File: config.mk
export PLATFORM = sky130hd
export DESIGN_NAME = mips_control
export DESIGN_NICKNAME = d
export VERILOG_FILES = /design/src/mips_pkg.sv /design/src/mips_control.sv
export SDC_FILE = /design/constraint.sdc
export NUM_CORES = 1
export LEC_CHECK = 0
export ABC_AREA = 1
export ABC_CLOCK_PERIOD_IN_PS = 1200
export BUFFER_PORTS_ARGS = -buffer_cell sky130_fd_sc_hd__buf_2
export CAP_MARGIN = 20
export CORE_AREA = 2 2 39 41
export DETAILED_ROUTE_END_ITERATION = 7
export DIE_AREA = 0 0 41 43
export PLACE_DENSITY_LB_ADDON = 0.05
export SYNTH_ARGS = -nofsm -noshare
export SYNTH_HDL_FRONTEND = slang
export SYNTH_SLANG_ARGS = --single-unit
File: constraint.sdc
create_clock -name vclk -period 1.2
set_input_delay 0.12 -clock vclk [all_inputs]
set_output_delay 0.12 -clock vclk [all_outputs]
set_load 0.01 [all_outputs]
File: src/mips_pkg.sv
// Shared MIPS32 subset types and encodings; ALU control codes other than the five listed yield 0
package mips_pkg;

    // Data word, used for instructions, register values and addresses
    typedef logic [31:0] word_t;

    // Register index
    typedef logic [4:0] reg_addr_t;

    // Primary opcode and R-type function fields
    typedef logic [5:0] opcode_t;
    typedef logic [5:0] funct_t;

    // ALU operation selector
    typedef logic [3:0] alu_ctrl_t;

    // Operation class from the main decoder to ALU control
    typedef logic [1:0] alu_op_t;

    // Primary opcodes
    localparam opcode_t OP_RTYPE = 6'b000000;
    localparam opcode_t OP_LW    = 6'b100011;
    localparam opcode_t OP_SW    = 6'b101011;
    localparam opcode_t OP_BEQ   = 6'b000100;
    localparam opcode_t OP_ADDI  = 6'b001000;

    // R-type function codes
    localparam funct_t FN_ADD = 6'b100000;
    localparam funct_t FN_SUB = 6'b100010;
    localparam funct_t FN_AND = 6'b100100;
    localparam funct_t FN_OR  = 6'b100101;
    localparam funct_t FN_SLT = 6'b101010;

    // ALU control codes, classic MIPS encoding
    localparam alu_ctrl_t ALU_AND = 4'b0000;
    localparam alu_ctrl_t ALU_OR  = 4'b0001;
    localparam alu_ctrl_t ALU_ADD = 4'b0010;
    localparam alu_ctrl_t ALU_SUB = 4'b0110;
    localparam alu_ctrl_t ALU_SLT = 4'b0111;

    // Code outside the set above, ALU drives 0 for it
    localparam alu_ctrl_t ALU_NONE = 4'b1111;

    // Operation classes
    // Loads, stores and addi add
    localparam alu_op_t ALU_OP_MEM    = 2'b00;
    // beq compares by subtracting
    localparam alu_op_t ALU_OP_BRANCH = 2'b01;
    // Operation taken from funct
    localparam alu_op_t ALU_OP_RTYPE  = 2'b10;
    // Unsupported opcode
    localparam alu_op_t ALU_OP_NONE   = 2'b11;

endpackage
File: src/mips_control.sv
// Decodes add, sub, and, or, slt, addi, lw, sw and beq only; any other encoding writes nothing
`timescale 1ns/1ns

module mips_control
    import mips_pkg::*;
(
    input  opcode_t   opcode,
    input  funct_t    funct,
    output logic      reg_write,
    output logic      mem_read,
    output logic      mem_write,
    output logic      alu_src,
    output logic      reg_dst,
    output logic      branch,
    output logic      mem_to_reg,
    output alu_ctrl_t alu_ctrl
);

    alu_op_t alu_op;
    logic    dec_reg_write;
    logic    dec_mem_read;
    logic    dec_mem_write;
    logic    funct_ok;

    // Main decoder
    always_comb begin
        dec_reg_write = 1'b0;
        dec_mem_read  = 1'b0;
        dec_mem_write = 1'b0;
        alu_src       = 1'b0;
        reg_dst       = 1'b0;
        branch        = 1'b0;
        mem_to_reg    = 1'b0;
        alu_op        = ALU_OP_NONE;
        case (opcode)
            OP_RTYPE: begin
                dec_reg_write = 1'b1;
                reg_dst       = 1'b1;
                alu_op        = ALU_OP_RTYPE;
            end
            OP_LW: begin
                dec_reg_write = 1'b1;
                dec_mem_read  = 1'b1;
                alu_src       = 1'b1;
                mem_to_reg    = 1'b1;
                alu_op        = ALU_OP_MEM;
            end
            OP_SW: begin
                dec_mem_write = 1'b1;
                alu_src       = 1'b1;
                alu_op        = ALU_OP_MEM;
            end
            OP_BEQ: begin
                branch = 1'b1;
                alu_op = ALU_OP_BRANCH;
            end
            OP_ADDI: begin
                dec_reg_write = 1'b1;
                alu_src       = 1'b1;
                alu_op        = ALU_OP_MEM;
            end
            default: ;
        endcase
    end

    // ALU control from class and funct
    always_comb begin
        funct_ok = 1'b1;
        alu_ctrl = ALU_NONE;
        case (alu_op)
            ALU_OP_MEM:    alu_ctrl = ALU_ADD;
            ALU_OP_BRANCH: alu_ctrl = ALU_SUB;
            ALU_OP_RTYPE: begin
                case (funct)
                    FN_ADD:  alu_ctrl = ALU_ADD;
                    FN_SUB:  alu_ctrl = ALU_SUB;
                    FN_AND:  alu_ctrl = ALU_AND;
                    FN_OR:   alu_ctrl = ALU_OR;
                    FN_SLT:  alu_ctrl = ALU_SLT;
                    default: funct_ok = 1'b0;
                endcase
            end
            default: ;
        endcase
    end

    // Unknown funct suppresses the register write
    assign reg_write = dec_reg_write & funct_ok;
    assign mem_read  = dec_mem_read;
    assign mem_write = dec_mem_write;

endmodule

### Yosys cells after proc, flatten, opt, wreduce, memory -nomap -nowiden

Cells that the tools add are included.
W data, S select, Z words.

| cells by class | value |
|---|---|
| eq/ne operators | 11 |
| mux-type cells | 11 |
| bitwise gates (word level) | 1 |
| reduce and logical (&&, ||, !) cells | 5 |

Operators by type and width:

| operator | number |
|---|---|
| $eq A6 B6 Y1 const B | 7 |
| $pmux W4 S5 | 1 |
| $pmux W4 S3 | 1 |
| $mux W1 | 8 |
| $eq A6 B3 Y1 const B | 1 |
| $eq A6 B4 Y1 const B | 1 |
| $logic_not A6 Y1 | 1 |
| $pmux W2 S3 | 1 |
| $reduce_or A3 Y1 | 2 |
| $reduce_or A5 Y1 | 1 |
| $eq A2 B1 Y1 const B | 1 |
| $eq A2 B2 Y1 const B | 1 |
| $logic_not A2 Y1 | 1 |
| $and A1 B1 Y1 | 1 |

| word-level totals | value |
|---|---|
| bits in registers | 0 |
| input bits | 12 |
| output and inout port bits | 11 |
| logic and storage cells | 28 |

### Logic depth before layout (Yosys ltp)

| logic depth | value |
|---|---|
| depth after elaboration | 6 |
| depth in mapped cells | 7 |
| mapped depth without buffers | 7 |

### Worst setup path after synthesis

Ideal clock, no wire load.

| path | value |
|---|---|
| path type | input to output |
| from | in opcode[1] |
| to | out alu_ctrl[2] |
| data arrival time | 0.723 ns |
| required time | 1.080 ns |
| slack | 0.357 ns |
| stages on the path | 4 |
| buffers on the path | 0 |
| path through | nor2_2 > nand2_1 > o22ai_1 > a21oi_1 |

| on the way | value |
|---|---|
| longest elaborated chain between the ends | 5 |
| elaborated cells between the ends (all ways) | 11 |
| classes of those cells | eq/ne: 6; mux: 2; reduce/logical: 3 |

RTL lines:

| item | RTL line | RTL |
|---|---|---|
| start, declared | mips_control.sv:7 | `input opcode_t opcode,` |
| $eq A6 B6 Y1 / $eq A6 B4 Y1 (equally long branches) | mips_control.sv:35 | `case (opcode)` |
| $reduce_or A3 Y1 (no source line) | n/a |  |
| $pmux W2 S3 (*) | mips_control.sv:35 |  |
| $eq A2 B2 Y1, or another cell as far along | mips_control.sv:70 | `case (alu_op)` |
| $pmux W4 S3 (*) | mips_control.sv:70 |  |
| end, declared | mips_control.sv:16 | `output alu_ctrl_t alu_ctrl` |

Every way passes the cells marked *; elsewhere a longest branch is shown, timed or not.

### Worst setup path after layout

| path | value |
|---|---|
| from | in opcode[2] |
| to | out alu_ctrl[1] |

Same word-level chain as after synthesis.

==> results.cfg <==
[routing]
drt-vias-per-instance = 4.00
first_pass_iters = 4
drtIter0Drc = 4
drc_errors = 0
routed_wl_um = 736
ant_nets = 0
via_count = 368
wl_per_cell_um = 8.00

[power]
p_leak_uw = 0.000237
vdd_drop_max_v = 0.0000654
powerDensity_nw_per_um2 = 214

[global_routing]
grt_max_degree = 6
grt_pass1_wl_um = 1270
track_usage_pct = 9.59
antenna_found_initial = 0
grt_pass1_vias = 326
overflow = 0

[synth]
syn_inst = 54
synth_cell_types = 12
synthesis.nets = 66
synth_seq_area_share_pct = 0
synth_area_leaders = nor2_1, inv_1, nand2_1
yosys_warnings = 0
syn_avg_cell_area_um2 = 4.50
netlist_area_um2 = 243
yosysTopAreaCell = nor2_1
synth_top_area_share_pct = 23.2

[critical_path]
startpoint_type = input port
worstSetupPathType = in -> out
worstPathArrival_ns = 0.95
cp_data_required_time_ns = 1.08
critPathMaxFanout = 5
end_kind = primary output

[sta]
fmax_ghz = 0.937
timing.hold.ws_ns = 0.607
finalMaxSlewViolations = 0
relSlewSlack_pct = 85.8
setup_tns_ns = 0
finalSetupViolCount = 0
finalCritPeriodShare_pct = 88.9
hold_viol = 0
fin_crit_ns = 1.07
rsz0062_at_grt = false
max_slew.worst_pin.slew_ns = 0.212

[outcome]
outcome = complete, no violations

[finish]
final_common_cell = buf_2
final_cell_mix = buf_2, nor2_1, inv_1
area_growth_pct = 52.6
flops_and_latches = 0
seq_area_um2 = 0
diodes = 0
fillers = 163
multi_input_area_um2 = 186
clkbuf_count = 0
final_net_count = 90
postLayoutCoreUtil_pct = 26.8
drive_gt1_share_pct = 35.5

[floorplan]
core-area_um2 = 1380
io_pins = 23
rows = 14
initial_utilization_pct = 17.5
die_h_um = 43
die_area_um2 = 1760
die_w_um = 41

[clock_tree]
cts_resized = 0
cts_setup_buffers = 0
hold_buffers = 0

[placed_design]
gp_congestion = 0.669
port-buffer-count = 23
dpl.hpwl_um = 677

[job]
cap_violations = 0

[worst_hold_path]
hp-class = in -> out
==> where the power goes <==
group | switching [uW] | total [uW] | internal (uW)
sequential | 0 | 0 | 0
combinational | 47.0 | 79.3 | 32.4
clock | 0 | 0 | 0
==> worst max-delay path, cell delays in order <==
cell	delay, ns
buf_2	0.13
nor2_1	0.13
nand3_1	0.17
a21oi_2	0.17
nand3_1	0.09
buf_2	0.14
==> routing by layer <==
metal / global-route usage (%) / part of all wire (%) / vias to the layer above
li1: - / - / 211
met1: 12.3 / 39 / 145
met2: 17.8 / 54 / 12
met3: 0 / 6.8 / 0
met4: 0 / 0 / 0
met5: 0 / 0 / -
==> cell usage after synthesis (all sizes together) <==
library cell	number
nand2	9
o21ai	1
inv	13
nor2	17
o22ai	2
nand4	2
nand3	6
buf	1
a21oi	3
==> final timing paths <==
kind,cells after the start,from,end
setup / recovery,6,opcode[2],alu_ctrl[1]
hold / removal,4,opcode[2],branch
==> cells by family after synthesis <==
| group | synth area share, % |
|---|---|
| compound gates | 14.9 |
| buf+inv | 23.2 |
| simple gates | 61.8 |
==> per-stage QoR <==
stage | setup WS [ns] | instances | cell area (um2) | total power, uW
after CTS | 0.114 | 92 | 370 | 80.2
after floorplan | 0.357 | 54 | 243 | 39.0
final | 0.133 | 92 | 370 | 79.3
after global routing | 0.00204 | 92 | 370 | 91.6
after global placement | 0.117 | 92 | 370 | 80.9
after detailed placement | 0.116 | 92 | 370 | 80.0
==> area by class of cell <==
class | instances | area share (%)
multi-input combinational | 40 | 50.3
timing repair buffer | 23 | 31.1
inverter | 13 | 13.2
tap | 16 | 5.41
Power figures use the tool's default switching activity.
