## config.mk

```make
export PLATFORM = sky130hd
export DESIGN_NAME = mips_fetch
export DESIGN_NICKNAME = d
export VERILOG_FILES = /design/src/mips_pkg.sv /design/src/mips_fetch.sv
export SDC_FILE = /design/constraint.sdc
export NUM_CORES = 1
export LEC_CHECK = 0
export BUFFER_PORTS_ARGS = -buffer_cell sky130_fd_sc_hd__buf_2
export CORE_MARGIN = 2
export CORE_UTILIZATION = 45
export CTS_BUF_LIST = sky130_fd_sc_hd__clkbuf_16
export CTS_CLUSTER_SIZE = 40
export DETAILED_ROUTE_END_ITERATION = 7
export GPL_TIMING_DRIVEN = 1
export PLACE_DENSITY = 0.7
export SLEW_MARGIN = 20
export SYNTH_ARGS = -nofsm -noshare
export SYNTH_HDL_FRONTEND = slang
export SYNTH_SLANG_ARGS = --single-unit
```

## constraint.sdc

```tcl
create_clock -name clk -period 3.5 [get_ports clk]
set_input_delay 0.35 -clock clk [delete_from_list [all_inputs] [get_ports clk]]
set_output_delay 0.35 -clock clk [all_outputs]
set_load 0.01 [all_outputs]
```

## src/mips_pkg.sv

```systemverilog
// Shared MIPS32 subset types and encodings; ALU control codes other than the five listed yield 0
package mips_pkg;

    // Data word, used for instructions, register values and addresses
    typedef logic [31:0] word_t;

    // Register index
    typedef logic [4:0] reg_addr_t;

    // Primary opcode and R-type function fields
    typedef logic [5:0] opcode_t;
    typedef logic [5:0] funct_t;

    // ALU operation selector
    typedef logic [3:0] alu_ctrl_t;

    // Operation class from the main decoder to ALU control
    typedef logic [1:0] alu_op_t;

    // Primary opcodes
    localparam opcode_t OP_RTYPE = 6'b000000;
    localparam opcode_t OP_LW    = 6'b100011;
    localparam opcode_t OP_SW    = 6'b101011;
    localparam opcode_t OP_BEQ   = 6'b000100;
    localparam opcode_t OP_ADDI  = 6'b001000;

    // R-type function codes
    localparam funct_t FN_ADD = 6'b100000;
    localparam funct_t FN_SUB = 6'b100010;
    localparam funct_t FN_AND = 6'b100100;
    localparam funct_t FN_OR  = 6'b100101;
    localparam funct_t FN_SLT = 6'b101010;

    // ALU control codes, classic MIPS encoding
    localparam alu_ctrl_t ALU_AND = 4'b0000;
    localparam alu_ctrl_t ALU_OR  = 4'b0001;
    localparam alu_ctrl_t ALU_ADD = 4'b0010;
    localparam alu_ctrl_t ALU_SUB = 4'b0110;
    localparam alu_ctrl_t ALU_SLT = 4'b0111;

    // Code outside the set above, ALU drives 0 for it
    localparam alu_ctrl_t ALU_NONE = 4'b1111;

    // Operation classes
    // Loads, stores and addi add
    localparam alu_op_t ALU_OP_MEM    = 2'b00;
    // beq compares by subtracting
    localparam alu_op_t ALU_OP_BRANCH = 2'b01;
    // Operation taken from funct
    localparam alu_op_t ALU_OP_RTYPE  = 2'b10;
    // Unsupported opcode
    localparam alu_op_t ALU_OP_NONE   = 2'b11;

endpackage
```

## src/mips_fetch.sv

```systemverilog
// Program counter resets to 0 and never stalls; branch offset is in words, relative to pc+4
`timescale 1ns/1ns

module mips_fetch
    import mips_pkg::*;
(
    input  logic  clk,
    input  logic  reset,
    input  word_t imm_ext,
    input  logic  branch,
    input  logic  zero,
    output word_t pc
);

    word_t pc_plus4;
    word_t branch_offset;
    word_t branch_target;
    word_t next_pc;
    logic  branch_taken;

    // Sequential address
    assign pc_plus4 = pc + 32'd4;

    // Word offset turned into a byte offset
    assign branch_offset = {imm_ext[29:0], 2'b00};
    assign branch_target = pc_plus4 + branch_offset;

    // beq taken only when the operands compared equal
    assign branch_taken = branch & zero;

    always_comb begin
        if (branch_taken) begin
            next_pc = branch_target;
        end else begin
            next_pc = pc_plus4;
        end
    end

    always_ff @(posedge clk or posedge reset) begin
        if (reset) begin
            pc <= '0;
        end else begin
            pc <= next_pc;
        end
    end

endmodule

```

# After elaboration in Yosys (flattened, before gate mapping)
# Cells that the tools add are included.
[word_totals]
ff_bits = 32
latch_bits = 0
mem_bits_rw = 0
rom_bits = 0
input_bits = 36
out_inout_bits = 32
elab_cells = 5
memories = 0
[op_classes]
addsub = 2
multipliers = 0
n_div = 0
order_cmp = 0
n_eq_ne = 0
n_shift = 0
muxes = 1
bitwise = 1
n_reduce_logical = 0
[ops]
columns = ["cell", "count"]
rows = [
  ["$add A32 B3 Y32 const B", 1],
  ["$add A32 B32 Y32", 1],
  ["$mux W32", 1],
  ["$and A1 B1 Y1", 1],
]

# Longest topological paths before layout
[depth]
word_depth = 3
depth_mapped = 17
mapped_depth_nobuf = 15

# Worst setup path after synthesis
# No wires, ideal clock.
[synth_path]
kind = "reg-to-reg"
start = "register pc[10]"
end = "register pc[31]"
setup_time_ns = 0.080
arrival_ns = 3.250
required_ns = 3.420
setup_slack_ns = 0.170
path_stages_with_launch = 17
n_path_buf = 1
synth_period_minus_slack_ns = 3.330
path_cell_list = "dfrtp_1 > and4_1 > nand3_2 > or3_4 > nor2_1 > nand3_1 > xnor2_2 > ha_1 > clkbuf_1 > a21o_1 > a21o_1 > a21o_1 > a41oi_1 > a31oi_2 > mux2i_1 > a21oi_1 > xnor2_1"
[synth_via]
elab_chain_cells = 3
[synth_rtl]
columns = ["item", "line_no", "text"]
rows = [
  ["from (decl)", "mips_fetch.sv:12", "output word_t pc"],
  ["from (signal assigned)", "mips_fetch.sv:43", "pc <= next_pc;"],
  ["$add A32 B3 Y32 *", "mips_fetch.sv:22", "assign pc_plus4 = pc + 32'd4;"],
  ["$add A32 B32 Y32", "mips_fetch.sv:26", "assign branch_target = pc_plus4 + branch_offset;"],
  ["$mux W32 *", "mips_fetch.sv:32", "if (branch_taken) begin"],
  ["named net next_pc[31]", "mips_fetch.sv:18", "word_t next_pc;"],
]
# The timed path passes the listed nets; every way through them passes the cells marked *.

# Worst setup path in the final report
[layout_path]
start = "register pc[5]"
end = "register pc[28]"
# Same word-level chain as after synthesis.

==> results.md <==
* Crit path kind: flop to flop
* Routed length per instance at roughly 15 µm
* Met1 Use GR at 28.2%
* Worst-path clk slew at about 0.050 ns
* EDFF count, synth at 0
* Sequential fraction of the synthesis area at between 20% and 30%
* Req. time, crit path at 3.66 ns
* CP startpoint: pc[5]$_DFF_PP0_
* Syn Inst Count at 412
* Drt pass-1 iters at 4
* DIE HEIGHT at between 80 and 90 µm
* CP Data Arrival Time at approximately 3.5 ns
* Synth unique cells at 50
* Met2 usage at between 30% and 40%
* Critical Path Source Type: flop
* Buffers on Ports at 63
* Final setup violation count at 0
* Clk Tree Root Cell: clkbuf_16
* DR vias at roughly 3300
* Fin worst setup slack at around 0.18 ns
* TritonCTS Sinks at 30
* CP max stage delay at 0.46 ns
* Biggest register: pc
* # rows at 31
* Depth of the worst register-to-register path at 15
* CTS max path bufs at 2
* Critical Path, Cell by Cell: and4_1 > and3_1 > and3_4 > buf_4 > nand2_1 > xnor2_2 > ha_1 > a21oi_1 > o21ai_0 > a21oi_1 > a21oi_1 > o21ai_1 > or4b_1 > a31oi_1 > nor2_1
* Yosys reg bits at 30
* Peak VDD IR at around 440 µV
* Hold slack at around 0.17 ns
* Setup WS pre-CTS at -0.0359 ns
* Hold crit path type: input port to asynchronous set/reset pin
* Number of global-route vias before repair at between 3000 and 4000
* Starting Density at 46.1%
* # DRC at 0
* Post-DRT Antenna Nets at 0
* Max Freq at about 300 MHz
* Io pins at 68
* Initial antenna violation count at 0
* Slew Limit Fails at 0
* Leak at 1.95 nW
* Gr usage total at between 20% and 30%
* Die Area at 0.00805 mm²
* CP delay by family, top: simple AND/OR/NAND/NOR gates
* Synth Warn # at 0
* Tmin final at roughly 3.3 ns
* Worst skew pair latency at around 0.27 ns
* CP endpoint kind: flop
* WP buf/inv at 1
* First-pass GRT wire length at between 10 and 15 mm
* Most common cell after layout, fill and taps aside: buf_2
* Global route total overflow at 0
* CTS tree: built
* Design Power at between 0.004 and 0.005 W
* Antenna cell count at 0
* Share of post-route cells with drive strength above 1 at between 20% and 30%
* CTS Buf Count at 5
* Die width at roughly 90 µm
* Synthesis-to-layout area growth at 26.9%
* Total of max-cap violations at 0
* Biggest regs: pc (30)
* Flip-flop count of the largest register after layout at 30
* Fin crit share at around 95%
* Most used cell along the critical path: a21oi_1
* Top library cells by usage in the layout, fill and taps aside: 63 x buf_2, 56 x a21oi_1, 40 x nor2_1, 38 x buf_4, 36 x nand2_1
* Mean post-synth cell area at ~8 µm²
* Post-DP HPWL at 6.95 mm
* RSZ-0062 raised after global routing: false
* Max FO, Critical Path at 5
* Initial detailed-routing violation count at ~140
* Clk_skew at 0.00301 ns
* H-tree levels at 2
* Share of synthesized registers carrying an async set or reset at 100%
* Final Util at ~58%
* Slew HR at around 63%
* Outcome: finished, final reports clean
* Worst Tran Pin Value at 0.549 ns
* DR vias/cell at approximately 5.5
* Largest net degree at the start of global routing at 31
* R2R Path Start: pc[5]$_DFF_PP0_
* Primary FF master, synth: dfrtp_1
* Nets at 579
* CP Depth at 15
* Slowest cell on crit path: or4b_1
* Grt peak-use layer: met2
* WL final at a little under 9 mm
* Count of final hold-check violations at 0
* GPL Wtd Cong at 0.911
* Synth Cell Area at 0.00331 mm²
* Met3 Usage GRT at 3.19%
* Power Dens Cells at a little under 1000 mW/mm²
* Core region area at 0.00718 mm²
[path summary, 6_finish.rpt]
| check | end | slack (ns) |
|---|---|---|
| worst max-delay path | pc[28]$_DFF_PP0_ | 0.18 |
| worst min-delay path | pc[31]$_DFF_PP0_ | 0.17 |
| worst max register to register | pc[28]$_DFF_PP0_ | 0.18 |
| worst min register to register | pc[31]$_DFF_PP0_ | 0.62 |
| max in group asynchronous | pc[16]$_DFF_PP0_ | 3.03 |
| min in group clk | pc[2]$_DFF_PP0_ | 0.45 |
[final cells by class]
cell class,count,area (µm²)
Clock inverter,2,7.51
Timing Repair Buffer,101,601
Clock buffer,5,125
Tap cell,99,124
Sequential cell,30,751
Fill cell,684,2980
Multi-Input combinational cell,361,2560
Inverter,6,22.5
[kinds of logic after synthesis]
| kind of cell | after synthesis | share of synthesized area [%] |
|---|---|---|
| adder cells (fa/ha/maj) | 38 | 14.6 |
| AO/OA/AOI/OAI | 117 | 21.2 |
| multiplexers | 2 | 0.606 |
| flip-flops | 30 | 22.7 |
| buffers and inverters | 22 | 2.95 |
| other | 1 | 0.113 |
| XOR/XNOR | 53 | 15.2 |
| AND/OR/NAND/NOR | 149 | 22.6 |
[synthesized netlist by cell type, drive strengths merged (3+ instances only)]
cell type,count,area [µm²]
nor2,44,173
and3,9,56.3
a21o,20,150
and4,5,43.8
xnor2,40,388
nand3,22,115
nand2,37,139
nor2b,3,26.3
clkbuf,10,37.5
o211ai,3,22.5
buf,6,37.5
nand4,10,62.6
inv,6,22.5
dfrtp,30,751
o21ai,16,80.1
nand2b,6,37.5
a21oi,58,290
o21bai,3,22.5
a31oi,6,43.8
xor2,13,114
ha,37,463
nor3,3,15.0
[report_power, final]
| part | internal [W] | switching (W) |
|---|---|---|
| Combinational | 0.00137 | 0.00155 |
| Clock | 0.000254 | 0.000150 |
| Sequential | 0.000519 | 0.000186 |
[routing by layer]
metal  up-vias  part of all wire (%)  wire [µm]
li1       1665                     -          -
met1      1552                    45       3970
met2        86                    49       4320
met3        17                   3.8        339
met4         0                   2.0        177
met5         -                     0          0
[through the flow]
step	setup TNS [ns]	cell area, µm²	std cells
5_1_grt	0	4190	604
6_report	0	4190	604
3_3_place_gp	0	3900	589
2_1_floorplan	0	3310	413
4_1_cts	0	4040	596
3_5_place_dp	-0.0591	3900	589
[tightest hold or removal path: stages]
cell and delay [ns]:
buf_2 0.10, inv_1 0.04, buf_4 0.37
[timing repair]
| action | 4_1_cts | 5_1_grt |
|---|---|---|
| pin swaps | 0 | 8 |
| setup endpoints to repair | 2 | 5 |
| hold buffers | 0 | 0 |
| resized for setup | 2 | 22 |
| setup buffers | 0 | 8 |
Note: power is estimated with default switching activity, not from simulation.
