$ cat src/mips_pkg.sv
// Shared MIPS32 subset types and encodings; ALU control codes other than the five listed yield 0
package mips_pkg;

    // Data word, used for instructions, register values and addresses
    typedef logic [31:0] word_t;

    // Register index
    typedef logic [4:0] reg_addr_t;

    // Primary opcode and R-type function fields
    typedef logic [5:0] opcode_t;
    typedef logic [5:0] funct_t;

    // ALU operation selector
    typedef logic [3:0] alu_ctrl_t;

    // Operation class from the main decoder to ALU control
    typedef logic [1:0] alu_op_t;

    // Primary opcodes
    localparam opcode_t OP_RTYPE = 6'b000000;
    localparam opcode_t OP_LW    = 6'b100011;
    localparam opcode_t OP_SW    = 6'b101011;
    localparam opcode_t OP_BEQ   = 6'b000100;
    localparam opcode_t OP_ADDI  = 6'b001000;

    // R-type function codes
    localparam funct_t FN_ADD = 6'b100000;
    localparam funct_t FN_SUB = 6'b100010;
    localparam funct_t FN_AND = 6'b100100;
    localparam funct_t FN_OR  = 6'b100101;
    localparam funct_t FN_SLT = 6'b101010;

    // ALU control codes, classic MIPS encoding
    localparam alu_ctrl_t ALU_AND = 4'b0000;
    localparam alu_ctrl_t ALU_OR  = 4'b0001;
    localparam alu_ctrl_t ALU_ADD = 4'b0010;
    localparam alu_ctrl_t ALU_SUB = 4'b0110;
    localparam alu_ctrl_t ALU_SLT = 4'b0111;

    // Code outside the set above, ALU drives 0 for it
    localparam alu_ctrl_t ALU_NONE = 4'b1111;

    // Operation classes
    // Loads, stores and addi add
    localparam alu_op_t ALU_OP_MEM    = 2'b00;
    // beq compares by subtracting
    localparam alu_op_t ALU_OP_BRANCH = 2'b01;
    // Operation taken from funct
    localparam alu_op_t ALU_OP_RTYPE  = 2'b10;
    // Unsupported opcode
    localparam alu_op_t ALU_OP_NONE   = 2'b11;

endpackage
$ cat src/mips_regfile.sv
// 32 registers cleared by reset; register 0 reads zero and ignores writes; write seen next cycle
`timescale 1ns/1ns

module mips_regfile
    import mips_pkg::*;
(
    input  logic      clk,
    input  logic      reset,
    input  reg_addr_t rs_addr,
    input  reg_addr_t rt_addr,
    input  reg_addr_t rd_addr,
    input  logic      write_en,
    input  word_t     write_data,
    output word_t     rs_data,
    output word_t     rt_data
);

    word_t regs [32];

    // Write port, register 0 stays at zero
    always_ff @(posedge clk or posedge reset) begin
        if (reset) begin
            for (int i = 0; i < 32; i++) begin
                regs[i] <= '0;
            end
        end else if (write_en && (rd_addr != 5'd0)) begin
            regs[rd_addr] <= write_data;
        end
    end

    // Read ports, no bypass from the write port
    always_comb begin
        if (rs_addr == 5'd0) begin
            rs_data = '0;
        end else begin
            rs_data = regs[rs_addr];
        end
        if (rt_addr == 5'd0) begin
            rt_data = '0;
        end else begin
            rt_data = regs[rt_addr];
        end
    end

endmodule

$ cat config.mk
export PLATFORM = sky130hd
export DESIGN_NAME = mips_regfile
export DESIGN_NICKNAME = d
export VERILOG_FILES = /design/src/mips_pkg.sv /design/src/mips_regfile.sv
export SDC_FILE = /design/constraint.sdc
export NUM_CORES = 2
export LEC_CHECK = 0
export ABC_AREA = 0
export BUFFER_PORTS_ARGS = -buffer_cell sky130_fd_sc_hd__buf_2
export CORE_MARGIN = 2
export CORE_UTILIZATION = 50
export CTS_CLUSTER_DIAMETER = 150
export CTS_CLUSTER_SIZE = 12
export DETAILED_ROUTE_END_ITERATION = 7
export PLACE_DENSITY = 0.76
export SLEW_MARGIN = 5
export SYNTH_ARGS = -nofsm -noshare
export SYNTH_HDL_FRONTEND = slang
export SYNTH_SLANG_ARGS = --single-unit
$ cat constraint.sdc
create_clock -name clk -period 36.2 [get_ports clk]
set_input_delay 3.62 -clock clk [delete_from_list [all_inputs] [get_ports clk]]
set_output_delay 3.62 -clock clk [all_outputs]
set_load 0.01 [all_outputs]
# Word level (Yosys, flattened, before mapping)
# Cells that the tools add are included.
[word_totals]
ff_bits = 1024
out_inout_bits = 64
[op_classes]
order_cmp = 4
mux = 11
bitwise = 3
n_reduce_logical = 5
[ops]
columns = ["cell", "n"]
rows = [
  ["$bwmux 1024", 1],
  ["$bmux 32 s5", 2],
  ["$mux 32", 7],
  ["$demux 32 s5", 1],
  ["$ge 6x6->1 const B", 3],
  ["$not 5->6", 3],
  ["$logic_not 5->1", 2],
  ["$lt 6x1->1 const B", 1],
  ["$reduce_bool 5->1", 1],
  ["$logic_and 1x1->1", 2],
]

# Longest topological paths before layout
[logic_depth]
ltp_word = 6
mapped_depth = 7
mapped_depth_nobuf = 4

# Worst setup path before layout
# No wires, ideal clock.
[synth_timing]
path_kind = "input port to output port"
startpoint = "input rt_addr[2]"
endpoint = "output rt_data[17]"
arrival_time_ps = 4958
required_ps = 32580
slack_ps = 27622
path_stages = 7
n_path_buf = 3
path_cell_list = "buf_4 -> buf_6 -> buf_4 -> mux2i_1 -> a221oi_1 -> o21ai_0 -> a311oi_1"
[synth_between]
elab_chain_cells = 5
word_cells_on_any_way = 6
[synth_lines]
columns = ["item", "line_no", "rtl"]
rows = [
  ["from (decl)", "mips_regfile.sv:10", "input reg_addr_t rt_addr,"],
  ["$not 5->6 (not written as such)", "mips_regfile.sv:41", "rt_data = regs[rt_addr];"],
  ["$bmux 32 s5", "mips_regfile.sv:41", ""],
  ["$mux 32 (not written as such) (2 in a row)", "mips_regfile.sv:41", ""],
  ["$mux 32 (*)", "mips_regfile.sv:38", "if (rt_addr == 5'd0) begin"],
  ["to (decl)", "mips_regfile.sv:15", "output word_t rt_data"],
]
# Every way passes the cells marked *; elsewhere a longest branch is shown, timed or not. The select of a mux whose other input is x is not followed.

# Final worst setup path
[layout_timing]
startpoint = "input rs_addr[1]"
endpoint = "output rs_data[6]"
[layout_between]
elab_chain_cells = 5
word_cells_on_any_way = 6
[layout_lines]
columns = ["item", "line_no", "rtl"]
rows = [
  ["from (decl)", "mips_regfile.sv:9", "input reg_addr_t rs_addr,"],
  ["$not 5->6 (not written as such)", "mips_regfile.sv:36", "rs_data = regs[rs_addr];"],
  ["$bmux 32 s5", "mips_regfile.sv:36", ""],
  ["$mux 32 (not written as such) (2 in a row)", "mips_regfile.sv:36", ""],
  ["$mux 32 (*)", "mips_regfile.sv:33", "if (rs_addr == 5'd0) begin"],
  ["to (decl)", "mips_regfile.sv:14", "output word_t rs_data,"],
]
# Marks and branches as above.

==> out/metrics.cfg <==
[drt]
wl_per_cell_um=34.2
wl_met2_mm=73.9
drt-initial-drc-count=4244
dr_total_vias=35526
met3WireLength_mm=20.0
viasPerCell=7.23
drcViolationCount=0
met1_length_mm=66.1
maxUsedRoutingLayer=met5
antenna_violating_nets_post_route=0
drt_pre_antenna_iters=5
route.final.wire_length_mm=168

[placement]
port-buffer-count=113
dp.final_hpwl_mm=96.6
dpl_worst_slack_ps=24590
globalplace.congestion=0.845

[cts]
clock_sinks=1024
clk_pin_slew_ps=60
tritoncts.num_buffers=95
ctsResizeCount=0
number_of_hold_repair_buffers_added_at_the_cts_stage=0
clock_tree.root_cell=sky130_fd_sc_hd__clkbuf_16
htree_levels=3
insertion_delay_ps=670
cts_tree=built
setup_bufs_post_cts=0
max-clock-path-buffers=3

[cells_and_area]
top_register=regs
post_synthesis_to_final_layout_area_growth_pct=6.10
nNetsFinal=3534
reg.largest.list=regs: 1024 flops
largest_register_ffs=1024
post_route_cells_drive_above_1_share_pct=50.7

[synth]
synth.mux.area_fraction_pct=42.6
synth_flop_cell=sky130_fd_sc_hd__dfrtp_1
synthesis.nets=3667
synth_top_family_by_area=multiplexers
synthArstFlopShare_pct=100
yosys.area_share.xor_xnor_pct=0
syn-mean-instance-area_um2=15.2
synthesis.yosys.warnings=0
synth.most_common_cell=sky130_fd_sc_hd__dfrtp_1
number_of_enable_type_register_cells_in_the_synthesized_netlist=0
syn-cell-area_mm2=0.0550
synth_seq_area_share_pct=46.6
synth_adder_area_share_pct=0
synth-seq-cells=1024
synth_compound_area_share_pct=4.76
synth_top_area_cell=sky130_fd_sc_hd__dfrtp_1
yosys.cell_types.count=42
yosys.area_share.simple_pct=1.71
synth.top_cells.by_count=sky130_fd_sc_hd__dfrtp_1 (1024), sky130_fd_sc_hd__mux2_2 (1021), sky130_fd_sc_hd__mux4_2 (403)
yosys.area.top_type_share_pct=46.6
post_synth_inst_count=3617
yosys-top-cells-area=sky130_fd_sc_hd__dfrtp_1 (47%), sky130_fd_sc_hd__mux2_2 (21%), sky130_fd_sc_hd__mux4_2 (17%)

[power]
sequential_share_of_power_pct=49.4
ir_worst_vdd_mv=0.0419
p_int_uw=2220
power_switching_uw=862
power.share.combinational_pct=21.6
pwr_density_cell_mw_per_mm2=52.9
switching_share_pct=27.9
pwr-share-clk_pct=29.1
total_leakage_power_uw=0.0251

[die]
initial_core_util_pct=50.4
floorplan.io_pins=114
placementRows=121
coreArea_mm2=0.109
fp.dieW_um=336
die-area_mm2=0.113
die_height_um=336

[worst_setup_path]
timing.critical_path.fanout_max=56
signal_arrival_time_at_the_worst_endpoint_ps=8120
worstSetupPathType=in -> out
category_of_the_worst_setup_path_launch_point=primary input
timing.critical_path.required_ps=32580
worst_setup_path_end_kind=output port

[sta]
final_critical_path_setup_slack_ps=24460
finClkSkew_ps=0
achievable-frequency_mhz=85.2
setup-tns-final_ps=0
finalHoldViolations=0
tightest_slew_ps=1460
period_needed_ps=11740
slew_headroom_pct=2.32
setup_viol_count_final=0
grt_setup_unrepaired=false
timing.final.max_slew_violations=0
finalCritPeriodShare_pct=32.4

[min_path]
timing.hold.worst.class=reg -> reg

[global_route]
total_overflow_reported_by_the_global_router=0
grt_antenna_before_repair=21
first_global_vias=35690
grt_pass1_wl_mm=247
largest_net_degree_at_the_start_of_global_routing=165
grt_usage_pct=29.9

[flow_run]
timing.max_cap.violations=0

[status]
run_status=finished clean

layer usage:
metal  up-vias  global-route usage [%]
met4        24                    12.2
met1     19141                    41.3
met2      2150                    43.5
met3       477                    9.84
met5         -                       0
li1      13734                       -
cells in the final DEF (no fill, tap or decap), types with 2 or more instances in the layout:
cell type,instances
sky130_fd_sc_hd__o21ai_0,20
sky130_fd_sc_hd__o21ai_1,87
sky130_fd_sc_hd__and2_1,2
sky130_fd_sc_hd__nand2b_2,2
sky130_fd_sc_hd__nand3b_1,4
sky130_fd_sc_hd__mux2_1,35
sky130_fd_sc_hd__nor2b_1,64
sky130_fd_sc_hd__nor2_1,2
sky130_fd_sc_hd__buf_12,3
sky130_fd_sc_hd__nor2_2,3
sky130_fd_sc_hd__nand2_2,15
sky130_fd_sc_hd__buf_4,77
sky130_fd_sc_hd__nand3_1,2
sky130_fd_sc_hd__mux4_1,45
sky130_fd_sc_hd__nand2_1,43
sky130_fd_sc_hd__o2111ai_1,21
sky130_fd_sc_hd__or4_4,2
sky130_fd_sc_hd__dfrtp_1,1024
sky130_fd_sc_hd__mux4_2,403
sky130_fd_sc_hd__a221oi_1,43
sky130_fd_sc_hd__buf_2,107
sky130_fd_sc_hd__a22oi_1,64
sky130_fd_sc_hd__or2_2,3
sky130_fd_sc_hd__buf_6,2
sky130_fd_sc_hd__nor2_4,18
sky130_fd_sc_hd__nor3b_1,4
sky130_fd_sc_hd__diode_2,9
sky130_fd_sc_hd__mux2i_1,128
sky130_fd_sc_hd__inv_6,5
sky130_fd_sc_hd__mux2_2,1021
sky130_fd_sc_hd__clkbuf_16,97
sky130_fd_sc_hd__nor2b_4,4
sky130_fd_sc_hd__buf_8,4
sky130_fd_sc_hd__a311oi_1,64
sky130_fd_sc_hd__a211oi_1,64
power by group through the flow:
stage               sequential (uW)  combinational (uW)  clock (uW)
CTS                            1510                 661         904
floorplan                      1480                 529           0
detailed placement             1530                 658           0
global route                   1550                 706         949
global placement               1520                 639           0
finish                         1520                 665         896
metrics by stage:
stage	power, uW	utilization, %	std cells	area [um2]	hold WS, ps
after floorplan	2010	-	3617	55000	438
after global placement	2160	51.2	4801	55800	377
after detailed placement	2190	51.2	4801	55800	384
after CTS	3080	53.5	4903	58300	398
after global routing	3200	53.5	4905	58300	407
final	3080	53.5	4912	58300	397
path summary, 6_finish.rpt:
path                              end  slack (ps)        from  cells past startpoint
setup / recovery           rs_data[6]       24460  rs_addr[1]                      7
hold / removal             regs[1016]         400  regs[1016]                      0
setup reg to reg            regs[365]       35370   regs[365]                      1
hold reg to reg            regs[1016]         400  regs[1016]                      0
max in group asynchronous   regs[857]       29280       reset                      6
min in group asynchronous   regs[928]        3090       reset                      2
worst max-delay path, cell delays in order:
cell                       delay, ps
sky130_fd_sc_hd__buf_8           460
sky130_fd_sc_hd__buf_4           870
sky130_fd_sc_hd__buf_4           850
sky130_fd_sc_hd__or4_4           740
sky130_fd_sc_hd__o21ai_1         150
sky130_fd_sc_hd__a311oi_1        970
sky130_fd_sc_hd__buf_2           300
cells by family (layout without fill, tap and decap cells):
group                  Yosys count  count (layout)
multiplexers                  1632            1632
flip-flops                    1024            1024
buffers and inverters          426             298
AO/OA/AOI/OAI                  363             363
AND/OR/NAND/NOR                172             172
other                            0               9
cell type report:
class                   count  area, um2
diodes                      9       22.5
clock buffers              97       2430
clock inverters             5       43.8
fillers                  8731      50700
inverters                   3       22.5
multi-input cells        2167      27200
flip-flops and latches   1024      25600
well taps                1414       1770
repair buffers            193       1260
Note: power is estimated with default switching activity, not from simulation.
