$ cat config.mk
export PLATFORM = sky130hd
export DESIGN_NAME = mips_alu
export DESIGN_NICKNAME = d
export VERILOG_FILES = /design/src/mips_pkg.sv /design/src/mips_alu.sv
export SDC_FILE = /design/constraint.sdc
export NUM_CORES = 1
export LEC_CHECK = 0
export ABC_CLOCK_PERIOD_IN_PS = 5100
export BUFFER_PORTS_ARGS = -buffer_cell sky130_fd_sc_hd__buf_2
export CELL_PAD_IN_SITES_DETAIL_PLACEMENT = 1
export CELL_PAD_IN_SITES_GLOBAL_PLACEMENT = 2
export CORE_ASPECT_RATIO = 0.9
export CORE_MARGIN = 2
export CORE_UTILIZATION = 32
export DETAILED_ROUTE_END_ITERATION = 6
export PLACE_DENSITY = 0.87
export SLEW_MARGIN = 10
export SYNTH_ARGS = -nofsm -noshare
export SYNTH_HDL_FRONTEND = slang
export SYNTH_SLANG_ARGS = --single-unit
$ cat constraint.sdc
create_clock -name vclk -period 5.1
set_input_delay 0.51 -clock vclk [all_inputs]
set_output_delay 0.51 -clock vclk [all_outputs]
set_load 0.01 [all_outputs]
$ cat src/mips_pkg.sv
// Shared MIPS32 subset types and encodings; ALU control codes other than the five listed yield 0
package mips_pkg;

    // Data word, used for instructions, register values and addresses
    typedef logic [31:0] word_t;

    // Register index
    typedef logic [4:0] reg_addr_t;

    // Primary opcode and R-type function fields
    typedef logic [5:0] opcode_t;
    typedef logic [5:0] funct_t;

    // ALU operation selector
    typedef logic [3:0] alu_ctrl_t;

    // Operation class from the main decoder to ALU control
    typedef logic [1:0] alu_op_t;

    // Primary opcodes
    localparam opcode_t OP_RTYPE = 6'b000000;
    localparam opcode_t OP_LW    = 6'b100011;
    localparam opcode_t OP_SW    = 6'b101011;
    localparam opcode_t OP_BEQ   = 6'b000100;
    localparam opcode_t OP_ADDI  = 6'b001000;

    // R-type function codes
    localparam funct_t FN_ADD = 6'b100000;
    localparam funct_t FN_SUB = 6'b100010;
    localparam funct_t FN_AND = 6'b100100;
    localparam funct_t FN_OR  = 6'b100101;
    localparam funct_t FN_SLT = 6'b101010;

    // ALU control codes, classic MIPS encoding
    localparam alu_ctrl_t ALU_AND = 4'b0000;
    localparam alu_ctrl_t ALU_OR  = 4'b0001;
    localparam alu_ctrl_t ALU_ADD = 4'b0010;
    localparam alu_ctrl_t ALU_SUB = 4'b0110;
    localparam alu_ctrl_t ALU_SLT = 4'b0111;

    // Code outside the set above, ALU drives 0 for it
    localparam alu_ctrl_t ALU_NONE = 4'b1111;

    // Operation classes
    // Loads, stores and addi add
    localparam alu_op_t ALU_OP_MEM    = 2'b00;
    // beq compares by subtracting
    localparam alu_op_t ALU_OP_BRANCH = 2'b01;
    // Operation taken from funct
    localparam alu_op_t ALU_OP_RTYPE  = 2'b10;
    // Unsupported opcode
    localparam alu_op_t ALU_OP_NONE   = 2'b11;

endpackage
$ cat src/mips_alu.sv
// Two's complement add and subtract wrap without overflow trap; slt compares signed; other codes give 0
`timescale 1ns/1ns

module mips_alu
    import mips_pkg::*;
(
    input  word_t     a,
    input  word_t     b,
    input  alu_ctrl_t alu_ctrl,
    output word_t     result,
    output logic      zero
);

    word_t sum;
    word_t diff;
    logic  less;

    assign sum  = a + b;
    assign diff = a - b;

    // Signed compare for slt
    assign less = $signed(a) < $signed(b);

    always_comb begin
        case (alu_ctrl)
            ALU_AND: begin
                result = a & b;
            end
            ALU_OR: begin
                result = a | b;
            end
            ALU_ADD: begin
                result = sum;
            end
            ALU_SUB: begin
                result = diff;
            end
            ALU_SLT: begin
                result = {31'd0, less};
            end
            default: begin
                result = '0;
            end
        endcase
    end

    // Used by beq
    assign zero = (result == '0);

endmodule

== After elaboration in Yosys (flattened, before gate mapping) ==
Cells that the tools add are included.
Storage, ports and cells
  output and inout bits: 33
  word-level logic and storage cells: 12
  register bits: 0
Operators by class
  muxes and demuxes: 1
  bitwise gates (word level): 2
  $add $sub $neg: 2
  reductions and logical operators: 2
  eq/ne operators: 4
  magnitude comparators: 1
Operator list (count)
  case mux 32 bit (5 select lines): 1
  adder 32 bit: 1
  bitwise AND 32 bit: 1
  zero test 32 bit: 1
  < comparator 32 bit: 1
  bitwise OR 32 bit: 1
  subtractor 32 bit: 1
  == test 4 x 3 -> 1 bit (second input constant): 2
  == test 4 x 1 -> 1 bit (second input constant): 1
  == test 4 x 2 -> 1 bit (second input constant): 1
  zero test 4 bit: 1

== Longest topological paths before layout ==
Gate-level depths: netlist (run 1).
  word-level depth: 3
  mapped depth: 14
  depth with buffers taken out: 14

== Least setup slack after synthesis (run 1) ==
OpenSTA, ideal clock, no wires.
  path kind: input port to output port
  start point: in a[9]
  end point: out zero
  arrival: 3759 ps
  cell stages on the path: 13
  data required time: 4590 ps
  path slack: 831 ps
  cell sequence: inv_1 -> ha_1 -> or4_4 -> or4_4 -> a21oi_4 -> o311ai_4 -> a2111oi_4 -> o211ai_2 -> a22oi_2 -> o211ai_1 -> o41a_1 -> or4_1 -> nor2_1
On the way
  cells in the longest elaborated chain, start to end: 3
Ends and longest elaborated chain
  start, declared: RTL line mips_alu.sv:7  | input word_t a,
  subtractor 32 bit / adder 32 bit (equally long branches): RTL line mips_alu.sv:19, mips_alu.sv:18
  case mux 32 bit (5 select lines) *: RTL line mips_alu.sv:25  | case (alu_ctrl)
  net result[31]: RTL line mips_alu.sv:10  | output word_t result,
  zero test 32 bit *: RTL line mips_alu.sv:48  | assign zero = (result == '0);
  end, declared: RTL line mips_alu.sv:11  | output logic zero
The timed path passes the listed nets; every way through them passes the cells marked *.

== Final worst setup path (run 1) ==
  start point: in a[0]
  end point: out zero
On the way
  cells in the longest elaborated chain, start to end: 3
Ends and longest elaborated chain
  subtractor 32 bit (tied with other cells): RTL line mips_alu.sv:19  | assign diff = a - b;
  case mux 32 bit (5 select lines) *: RTL line mips_alu.sv:25
  zero test 32 bit *: RTL line mips_alu.sv:48
Every way passes the cells marked *; elsewhere a longest branch is shown, timed or not.

==> impl_metrics.py, run 1 <==
metrics = {
    "floorplan": {
        "core-area_sq_um": 16800,
        "die_h_microns": 128,
        "rows": 45,
        "die_x_microns": 142,
        "dieArea_sq_um": 18100,
        "initial_core_util_pct": 32.6,
        "ios": 101,
    },
    "critical_path": {
        "start_kind": "input port",
        "endpoint_kind": "output pin",
        "crit_fanout": 4,
        "worstPathRequired_ns": 4.59,
        "crit_arrival_ns": 4.35,
        "crit_type": "input port to output pin",
    },
    "timing": {
        "final_max_slew_viol_count": 0,
        "fin_crit_sh_pct": 95.3,
        "max_freq_mhz": 206,
        "period_needed_ns": 4.86,
        "fin_hold_ws_ns": 1.57,
        "finalSetupViolations": 0,
        "slew_headroom_pct": 41.3,
        "tightest_slew_ns": 0.878,
        "finalHoldViolations": 0,
        "rsz0062_at_grt": "no",
        "tns_ns": 0,
    },
    "drt": {
        "via_count": 6684,
        "first_pass_iters": 5,
        "wl_per_cell_microns": 19.8,
        "drc_errors": 0,
        "ant_nets": 0,
        "wirelength_microns": 22700,
        "drtIter0Drc": 461,
        "viasPerCell": 5.84,
    },
    "worst_hold_path": {
        "hold_class": "input port to output pin",
    },
    "layout": {
        "seq_cell_count": 0,
        "area_growth_syn_to_layout_pct": 14.8,
        "final_common_cell": "inv_1",
        "layout.cells.most_common_list": "107 x inv_1, 101 x buf_2, 98 x ha_1, 78 x a21oi_1",
        "nClkBuffers": 0,
        "final_nets": 1104,
        "antenna_cells": 0,
        "layout-drive-gt1-share_pct": 16.2,
        "seq_area_sq_um": 0,
    },
    "placed_design": {
        "io_buffers": 101,
        "dpl.hpwl_microns": 18700,
        "place_congestion": 0.921,
    },
    "global_route": {
        "grt_overflow": 0,
        "track_usage_pct": 24.3,
        "met3_usage_pct": 1.87,
        "grt_max_degree": 29,
        "antenna_found_initial": 0,
        "met1_usage_pct": 35.4,
        "grt_use_met2_pct": 39.9,
        "grt_pass1_wl_microns": 35600,
        "grt.busiest_layer": "met2",
        "grt_pass1_vias": 6401,
    },
    "power_and_ir_drop": {
        "peakVddDrop_mv": 0.0422,
        "leakage_nw": 3.08,
        "p_per_area_nw_per_um2": 115,
    },
    "synthesis": {
        "syn_nets": 1021,
        "yosys.area_share.simple_pct": 25.6,
        "synth_xor_xnor_area_share_pct": 3.20,
        "synth_seq_area_share_pct": 0,
        "synth_warnings": 0,
        "synthesis.area_sq_um": 5470,
        "synth-compound-area-share_pct": 33.5,
        "synth_fa_ha_area_share_pct": 23.2,
        "synth.area.mux_share_pct": 3.89,
        "synth.distinct_cells": 73,
        "synthCells": 853,
        "synth.area.top_cells": "ha_1 22%, inv_1 7.3%, a21oi_1 7.1%",
        "synth_area_per_cell_sq_um": 6.41,
        "yosysTopAreaCell": "ha_1",
        "synth_top_family_by_area": "compound AO/OA/AOI/OAI gates",
        "synth_top_cell_area_share_pct": 22.4,
    },
    "clock_tree": {
        "cts_hold_buf": 0,
    },
    "flow_run": {
        "cap_violations": 0,
    },
    "status": {
        "outcome": "complete, no violations",
    },
}
-- what timing repair did --
| action | CTS | global route |
|---|---|---|
| setup endpoints to repair | 0 | 1 |
| buffers inserted | 0 | 0 |
| resized for setup | 0 | 3 |
-- metrics by stage --
step	setup WS [ns]	utilization [%]	cell area [sq um]	cells	total power, W
after floorplan	0.831	-	5470	853	0.000461
after CTS	0.239	37.3	6260	1145	0.000706
after global routing	0.0482	37.4	6280	1145	0.000784
after global placement	0.267	37.3	6260	1145	0.000697
after detailed placement	0.257	37.3	6260	1145	0.000702
final	0.241	37.4	6280	1145	0.000719
-- synthesized netlist by cell type, types with 10 or more instances --
| library cell | instances |
|---|---|
| inv_1 | 107 |
| ha_1 | 98 |
| a21oi_1 | 78 |
| nand2_1 | 73 |
| nor2_1 | 73 |
| o21ai_0 | 51 |
| clkbuf_1 | 38 |
| nor3_1 | 30 |
| nand3_1 | 20 |
| mux2i_1 | 19 |
| xnor2_1 | 18 |
| o22ai_1 | 17 |
| a21o_1 | 14 |
| nor4_1 | 14 |
| a211oi_1 | 13 |
| a31oi_1 | 13 |
| nand2b_1 | 13 |
| nor2b_1 | 11 |
| nand4_1 | 10 |
| o31ai_1 | 10 |
| or3_1 | 10 |
-- worst max-delay path, stage by stage --
cell and delay [ns]:
buf_2 0.09, inv_1 0.05, ha_1 0.22, fa_1 0.39, o21ba_2 0.22, or4_1 0.47, a211oi_1 0.43, o2111ai_2 0.24
a21oi_1 0.29, a31o_2 0.25, a2111o_1 0.15, nand3_1 0.12, a211o_1 0.28, or4_1 0.39, nor2_1 0.11, buf_2 0.14
-- area by class of cell --
type / instances / area (sq um)
multi-input cells: 699 / 4910
well taps: 211 / 264
repair buffers: 126 / 693
inverters: 109 / 409
fillers: 2249 / 10500
-- routing by layer --
metal	share of wire [%]	up-vias
met5	0	-
met4	1.4	0
met3	5.5	22
met2	44	219
met1	49	3236
li1	-	3207
-- path summary, 6_finish.rpt --
kind	from	to	slack [ns]	depth (start not counted)
hold / removal	alu_ctrl[2]	result[1]	1.57	4
setup / recovery	a[0]	zero	0.24	16
-- power by group --
group          switching, W  internal (W)  leakage (nW)
clock                     0             0             0
sequential                0             0             0
combinational      0.000454      0.000266          3.08
-- cells by family (layout without fill, tap and decap cells) --
| logic type | after synthesis | after routing |
|---|---|---|
| XOR/XNOR | 20 | 20 |
| adder cells (fa/ha/maj) | 100 | 100 |
| AND/OR/NAND/NOR | 285 | 285 |
| AO/OA/AOI/OAI | 273 | 273 |
| buffers and inverters | 154 | 235 |
| multiplexers | 21 | 21 |
Power figures use the tool's default switching activity.
==> run 2: changes to the inputs <==
Settings changed: REMOVE_ABC_BUFFERS set to 1.
==> run 2 against run 1 <==
Compared with the run above:
- total power down 1.3%
- count of clock-buffer cells in the layout unchanged
- sequential share of layout area unchanged
- critical path depth unchanged
- sequential cell count is the same
- via count grew 0.18%
- combinational power shrank 1%
- highest routed layer unchanged
- largest cell class unchanged
==> impl_metrics.py, run 2 (synthesis results as in run 1) <==
metrics = {
    "status": {
        "outcome": "complete, no violations",
    },
    "timing": {
        "finalSetupViolations": 0,
        "tightest_slew_ns": 0.819,
        "tns_ns": 0,
        "final_max_slew_viol_count": 0,
        "rsz0062_at_grt": "no",
        "max_freq_mhz": 208,
        "finalHoldViolations": 0,
        "fin_crit_sh_pct": 94.2,
        "slew_headroom_pct": 45.2,
        "final.setup.worst_slack_ns": 0.295,
        "period_needed_ns": 4.80,
    },
    "critical_path": {
        "worstPathRequired_ns": 4.59,
        "crit_buf_inv": 3,
        "crit_family": "compound AO/OA/AOI/OAI gates",
        "crit_type": "input port to output pin",
        "crit_fanout": 4,
        "start_kind": "input port",
        "cp_cell_sequence": "buf_2 > inv_1 > ha_1 > fa_1 > o21ba_2 > or4_1 > a211oi_1 > o2111ai_1 > a2111oi_1 > o41ai_1 > a21boi_1 > o21bai_1 > nor4_1 > nand4_1 > nor2_1 > buf_2",
        "cpMostUsedCell": "buf_2",
        "worst_path_max_delay_cell": "a2111oi_1",
        "crit_arrival_ns": 4.29,
        "cpPeakStageDelay_ns": 0.59,
        "endpoint_kind": "output pin",
    },
    "placed_design": {
        "dpl.hpwl_microns": 18900,
        "place_congestion": 0.936,
        "dpl.cell_count": 1143,
        "placed_cell_area_sq_um": 6250,
        "io_buffers": 101,
        "pre_cts_slack_ns": 0.314,
    },
    "layout": {
        "finalNonFillerCells": 1143,
        "area_growth_syn_to_layout_pct": 14.4,
        "n_fill_cell": 2253,
        "nClkBuffers": 0,
        "layout.cells.most_common_list": "107 x inv_1, 101 x buf_2, 98 x ha_1, 77 x a21oi_1",
        "multi_input_area_sq_um": 4900,
        "fin_util_pct": 37.3,
        "seq_cell_count": 0,
        "antenna_cells": 0,
        "seq_area_sq_um": 0,
        "layout-drive-gt1-share_pct": 15.9,
        "final_area_sq_um": 6250,
        "final_common_cell": "inv_1",
        "final_nets": 1102,
    },
    "power_and_ir_drop": {
        "p_per_area_nw_per_um2": 114,
        "p_sw_share_pct": 63.0,
        "p_sw_w": 0.000448,
        "peakVddDrop_mv": 0.0411,
        "leakage_nw": 3.07,
        "internal_power_w": 0.000263,
        "seqPwrFrac_pct": 0,
        "combPwrFrac_pct": 100.0,
        "p_clk_share_pct": 0,
    },
    "global_route": {
        "grt_pass1_vias": 6373,
        "grt_max_degree": 25,
        "grt_pass1_wl_microns": 35700,
        "grt_overflow": 0,
        "antenna_found_initial": 0,
        "track_usage_pct": 24.3,
    },
    "floorplan": {
        "core-area_sq_um": 16800,
        "initial_core_util_pct": 32.6,
        "dieArea_sq_um": 18100,
        "die_h_microns": 128,
        "ios": 101,
        "rows": 45,
        "die_x_microns": 142,
    },
    "drt": {
        "viasPerCell": 5.86,
        "drc_errors": 0,
        "drtIter0Drc": 579,
        "first_pass_iters": 5,
        "ant_nets": 0,
        "via_count": 6696,
        "wirelength_microns": 22600,
        "wl_per_cell_microns": 19.8,
    },
    "worst_hold_path": {
        "hold_class": "input port to output pin",
    },
    "clock_tree": {
        "cts_setup_buffers": 0,
    },
    "flow_run": {
        "cap_violations": 0,
    },
}
-- run 2: cell types whose count changed in the layout (fill, tap and decap cells not counted), sizes merged --
cell,delta
buf,-2
-- run 2: timing repair --
action | 4_1_cts | 5_1_grt
setup endpoints to repair | 0 | 1
hold buffers | 0 | 0
gates resized for setup | 0 | 2
-- run 2: layout make-up --
class                      count  share of cell area, %
multi-input combinational    699                   78.4
timing repair buffer         124                   10.8
inverter                     109                   6.54
tap                          211                   4.22
-- run 2: per-layer routing --
| layer | GRT usage, % | part of all wire (%) |
|---|---|---|
| met3 | 1.61 | 6.2 |
| met4 | 4.06 | 2.1 |
| met2 | 38.6 | 43 |
| met1 | 36.4 | 49 |
| met5 | 0 | 0 |
-- run 2: power groups by stage --
stage / sequential (W) / clock [W] / combinational [W]
6_report: 0 / 0 / 0.000710
5_1_grt: 0 / 0 / 0.000781
4_1_cts: 0 / 0 / 0.000700
3_5_place_dp: 0 / 0 / 0.000695
3_3_place_gp: 0 / 0 / 0.000690
2_1_floorplan: 0 / 0 / 0.000446
-- run 2: worst paths after layout --
kind	startpoint	endpoint	slack (ns)	cells past startpoint
min	alu_ctrl[3]	result[26]	1.56	4
max	a[0]	zero	0.30	16
-- run 2: stage by stage --
stage               hold slack (ns)  total power, W
finish                         1.56        0.000710
global route                   1.59        0.000781
CTS                            1.55        0.000700
detailed placement             1.55        0.000695
global placement               1.55        0.000690
floorplan                      1.22        0.000446
-- run 2: worst min-delay path, delay by kind of cell --
kind                   cells  cell delay (ns)
buffers and inverters      2             0.26
AO/OA/AOI/OAI              1             0.17
AND/OR/NAND/NOR            1             0.10
==> run 3: changes to the inputs <==
Settings changed: BUFFER_PORTS_ARGS -buffer_cell sky130_fd_sc_hd__buf_2 to unset, CORE_UTILIZATION 32 to 37, DONT_BUFFER_PORTS set to 1, PLACE_DENSITY 0.87 to 0.88.
==> run 3 against run 2 <==
Compared with the run above:
- hold slack worse by 0.29 ns
- total power shrank 11%
- sequential cell count did not move
- maximum frequency down 1.9%
- sequential share of layout area is the same
- via count decreased by 6.6%
- wire length fell by 5.5%
- worst setup slack got worse by 0.095 ns
- final cell count fell by 10%
- count of clock-buffer cells in the layout unchanged
==> impl_metrics.py, run 3 (synthesis results as in run 1) <==
metrics = {
    "status": {
        "outcome": "complete, no violations",
    },
    "timing": {
        "tns_ns": 0,
        "max_freq_mhz": 204,
        "fin_crit_sh_pct": 96.1,
        "rsz0062_at_grt": "no",
        "slew_headroom_pct": 31.7,
        "period_needed_ns": 4.90,
        "final_max_slew_viol_count": 0,
        "tightest_slew_ns": 1.01,
        "finalHoldViolations": 0,
        "finalSetupViolations": 0,
    },
    "worst_hold_path": {
        "hold_class": "input port to output pin",
    },
    "layout": {
        "area_growth_syn_to_layout_pct": 4.10,
        "nClkBuffers": 0,
        "n_fill_cell": 1945,
        "final_common_cell": "inv_1",
        "layout.cells.most_common_list": "107 x inv_1, 98 x ha_1, 78 x a21oi_1, 73 x nand2_1, 73 x nor2_1",
        "final_nets": 996,
        "seq_area_sq_um": 0,
        "final_area_sq_um": 5690,
        "layout-drive-gt1-share_pct": 4.96,
        "finalNonFillerCells": 1024,
        "antenna_cells": 0,
        "seq_cell_count": 0,
    },
    "floorplan": {
        "initial_core_util_pct": 37.6,
        "die_h_microns": 119,
        "core-area_sq_um": 14600,
        "ios": 101,
        "die_x_microns": 132,
        "dieArea_sq_um": 15800,
        "rows": 42,
    },
    "global_route": {
        "grt_pass1_vias": 5981,
        "grt_overflow": 0,
        "track_usage_pct": 26.5,
        "grt_pass1_wl_microns": 34000,
        "grt_max_degree": 54,
        "antenna_found_initial": 0,
    },
    "critical_path": {
        "crit_fanout": 4,
        "worst_path_max_delay_cell": "or4_1",
        "crit_buf_inv": 2,
        "endpoint_kind": "output pin",
        "crit_family": "compound AO/OA/AOI/OAI gates",
        "crit_arrival_ns": 4.39,
        "crit_type": "input port to output pin",
        "cp_cell_sequence": "inv_1 > ha_1 > fa_1 > o21ba_2 > or4_1 > a211oi_1 > o2111ai_1 > buf_4 > a21oi_1 > a31o_2 > a2111o_1 > nand3_1 > a211o_1 > or4_1 > nor2_1",
        "start_kind": "input port",
        "cpMostUsedCell": "or4_1",
        "cpPeakStageDelay_ns": 0.46,
        "worstPathRequired_ns": 4.59,
    },
    "power_and_ir_drop": {
        "combPwrFrac_pct": 100.0,
        "total_power_w": 0.000631,
        "internal_power_w": 0.000227,
        "peakVddDrop_mv": 0.0564,
        "p_clk_share_pct": 0,
        "seqPwrFrac_pct": 0,
        "p_per_area_nw_per_um2": 111,
        "p_sw_share_pct": 64.0,
        "p_sw_w": 0.000404,
        "leakage_nw": 2.61,
    },
    "drt": {
        "viasPerCell": 6.11,
        "wl_per_cell_microns": 20.8,
        "via_count": 6257,
        "first_pass_iters": 5,
        "wirelength_microns": 21300,
        "ant_nets": 0,
        "drtIter0Drc": 483,
        "drc_errors": 0,
    },
    "placed_design": {
        "dpl.cell_count": 1024,
        "place_congestion": 0.934,
        "dpl.hpwl_microns": 17400,
        "io_buffers": 0,
        "placed_cell_area_sq_um": 5690,
    },
    "clock_tree": {
        "cts_hold_buf": 0,
        "cts_setup_buffers": 0,
        "postCtsResizedCells": 0,
    },
    "flow_run": {
        "cap_violations": 0,
    },
}
-- run 3: worst paths after layout --
path / endpoint / cells past startpoint / startpoint
setup / recovery: zero / 15 / a[0]
hold / removal: result[1] / 3 / alu_ctrl[0]
-- run 3: area by class of cell --
type / instances / area (sq um) / share of cell area [%]
well taps: 198 / 248 / 4.35
inverters: 109 / 409 / 7.19
repair buffers: 18 / 135 / 2.37
multi-input cells: 699 / 4900 / 86.1
-- run 3: tightest hold or removal path, cell delays in order --
cell,delay (ns)
nand2_1,0.03
o21ai_0,0.07
o22ai_1,0.15
-- run 3: routing by layer --
layer  global-route usage (%)  share of wire (%)  up-vias
li1                         -                  -     2987
met1                     39.6                 48     3048
met2                     42.9                 44      202
met4                     2.31                1.2        0
met3                     2.04                6.4       20
met5                        0                  0        -
-- run 3: power by group through the flow --
stage,registers (W),logic [W],clock network [W]
floorplan,0,0.000446,0
global placement,0,0.000611,0
detailed placement,0,0.000615,0
CTS,0,0.000620,0
global route,0,0.000692,0
finish,0,0.000631,0
-- run 3: stage by stage --
step | hold slack, ns | worst slack (ns) | utilization (%)
2_1_floorplan | 1.22 | 0.700 | -
3_3_place_gp | 1.27 | 0.286 | 39.1
3_5_place_dp | 1.28 | 0.276 | 39.1
4_1_cts | 1.28 | 0.257 | 39.1
5_1_grt | 1.27 | 0.0611 | 39.1
6_report | 1.27 | 0.201 | 39.1
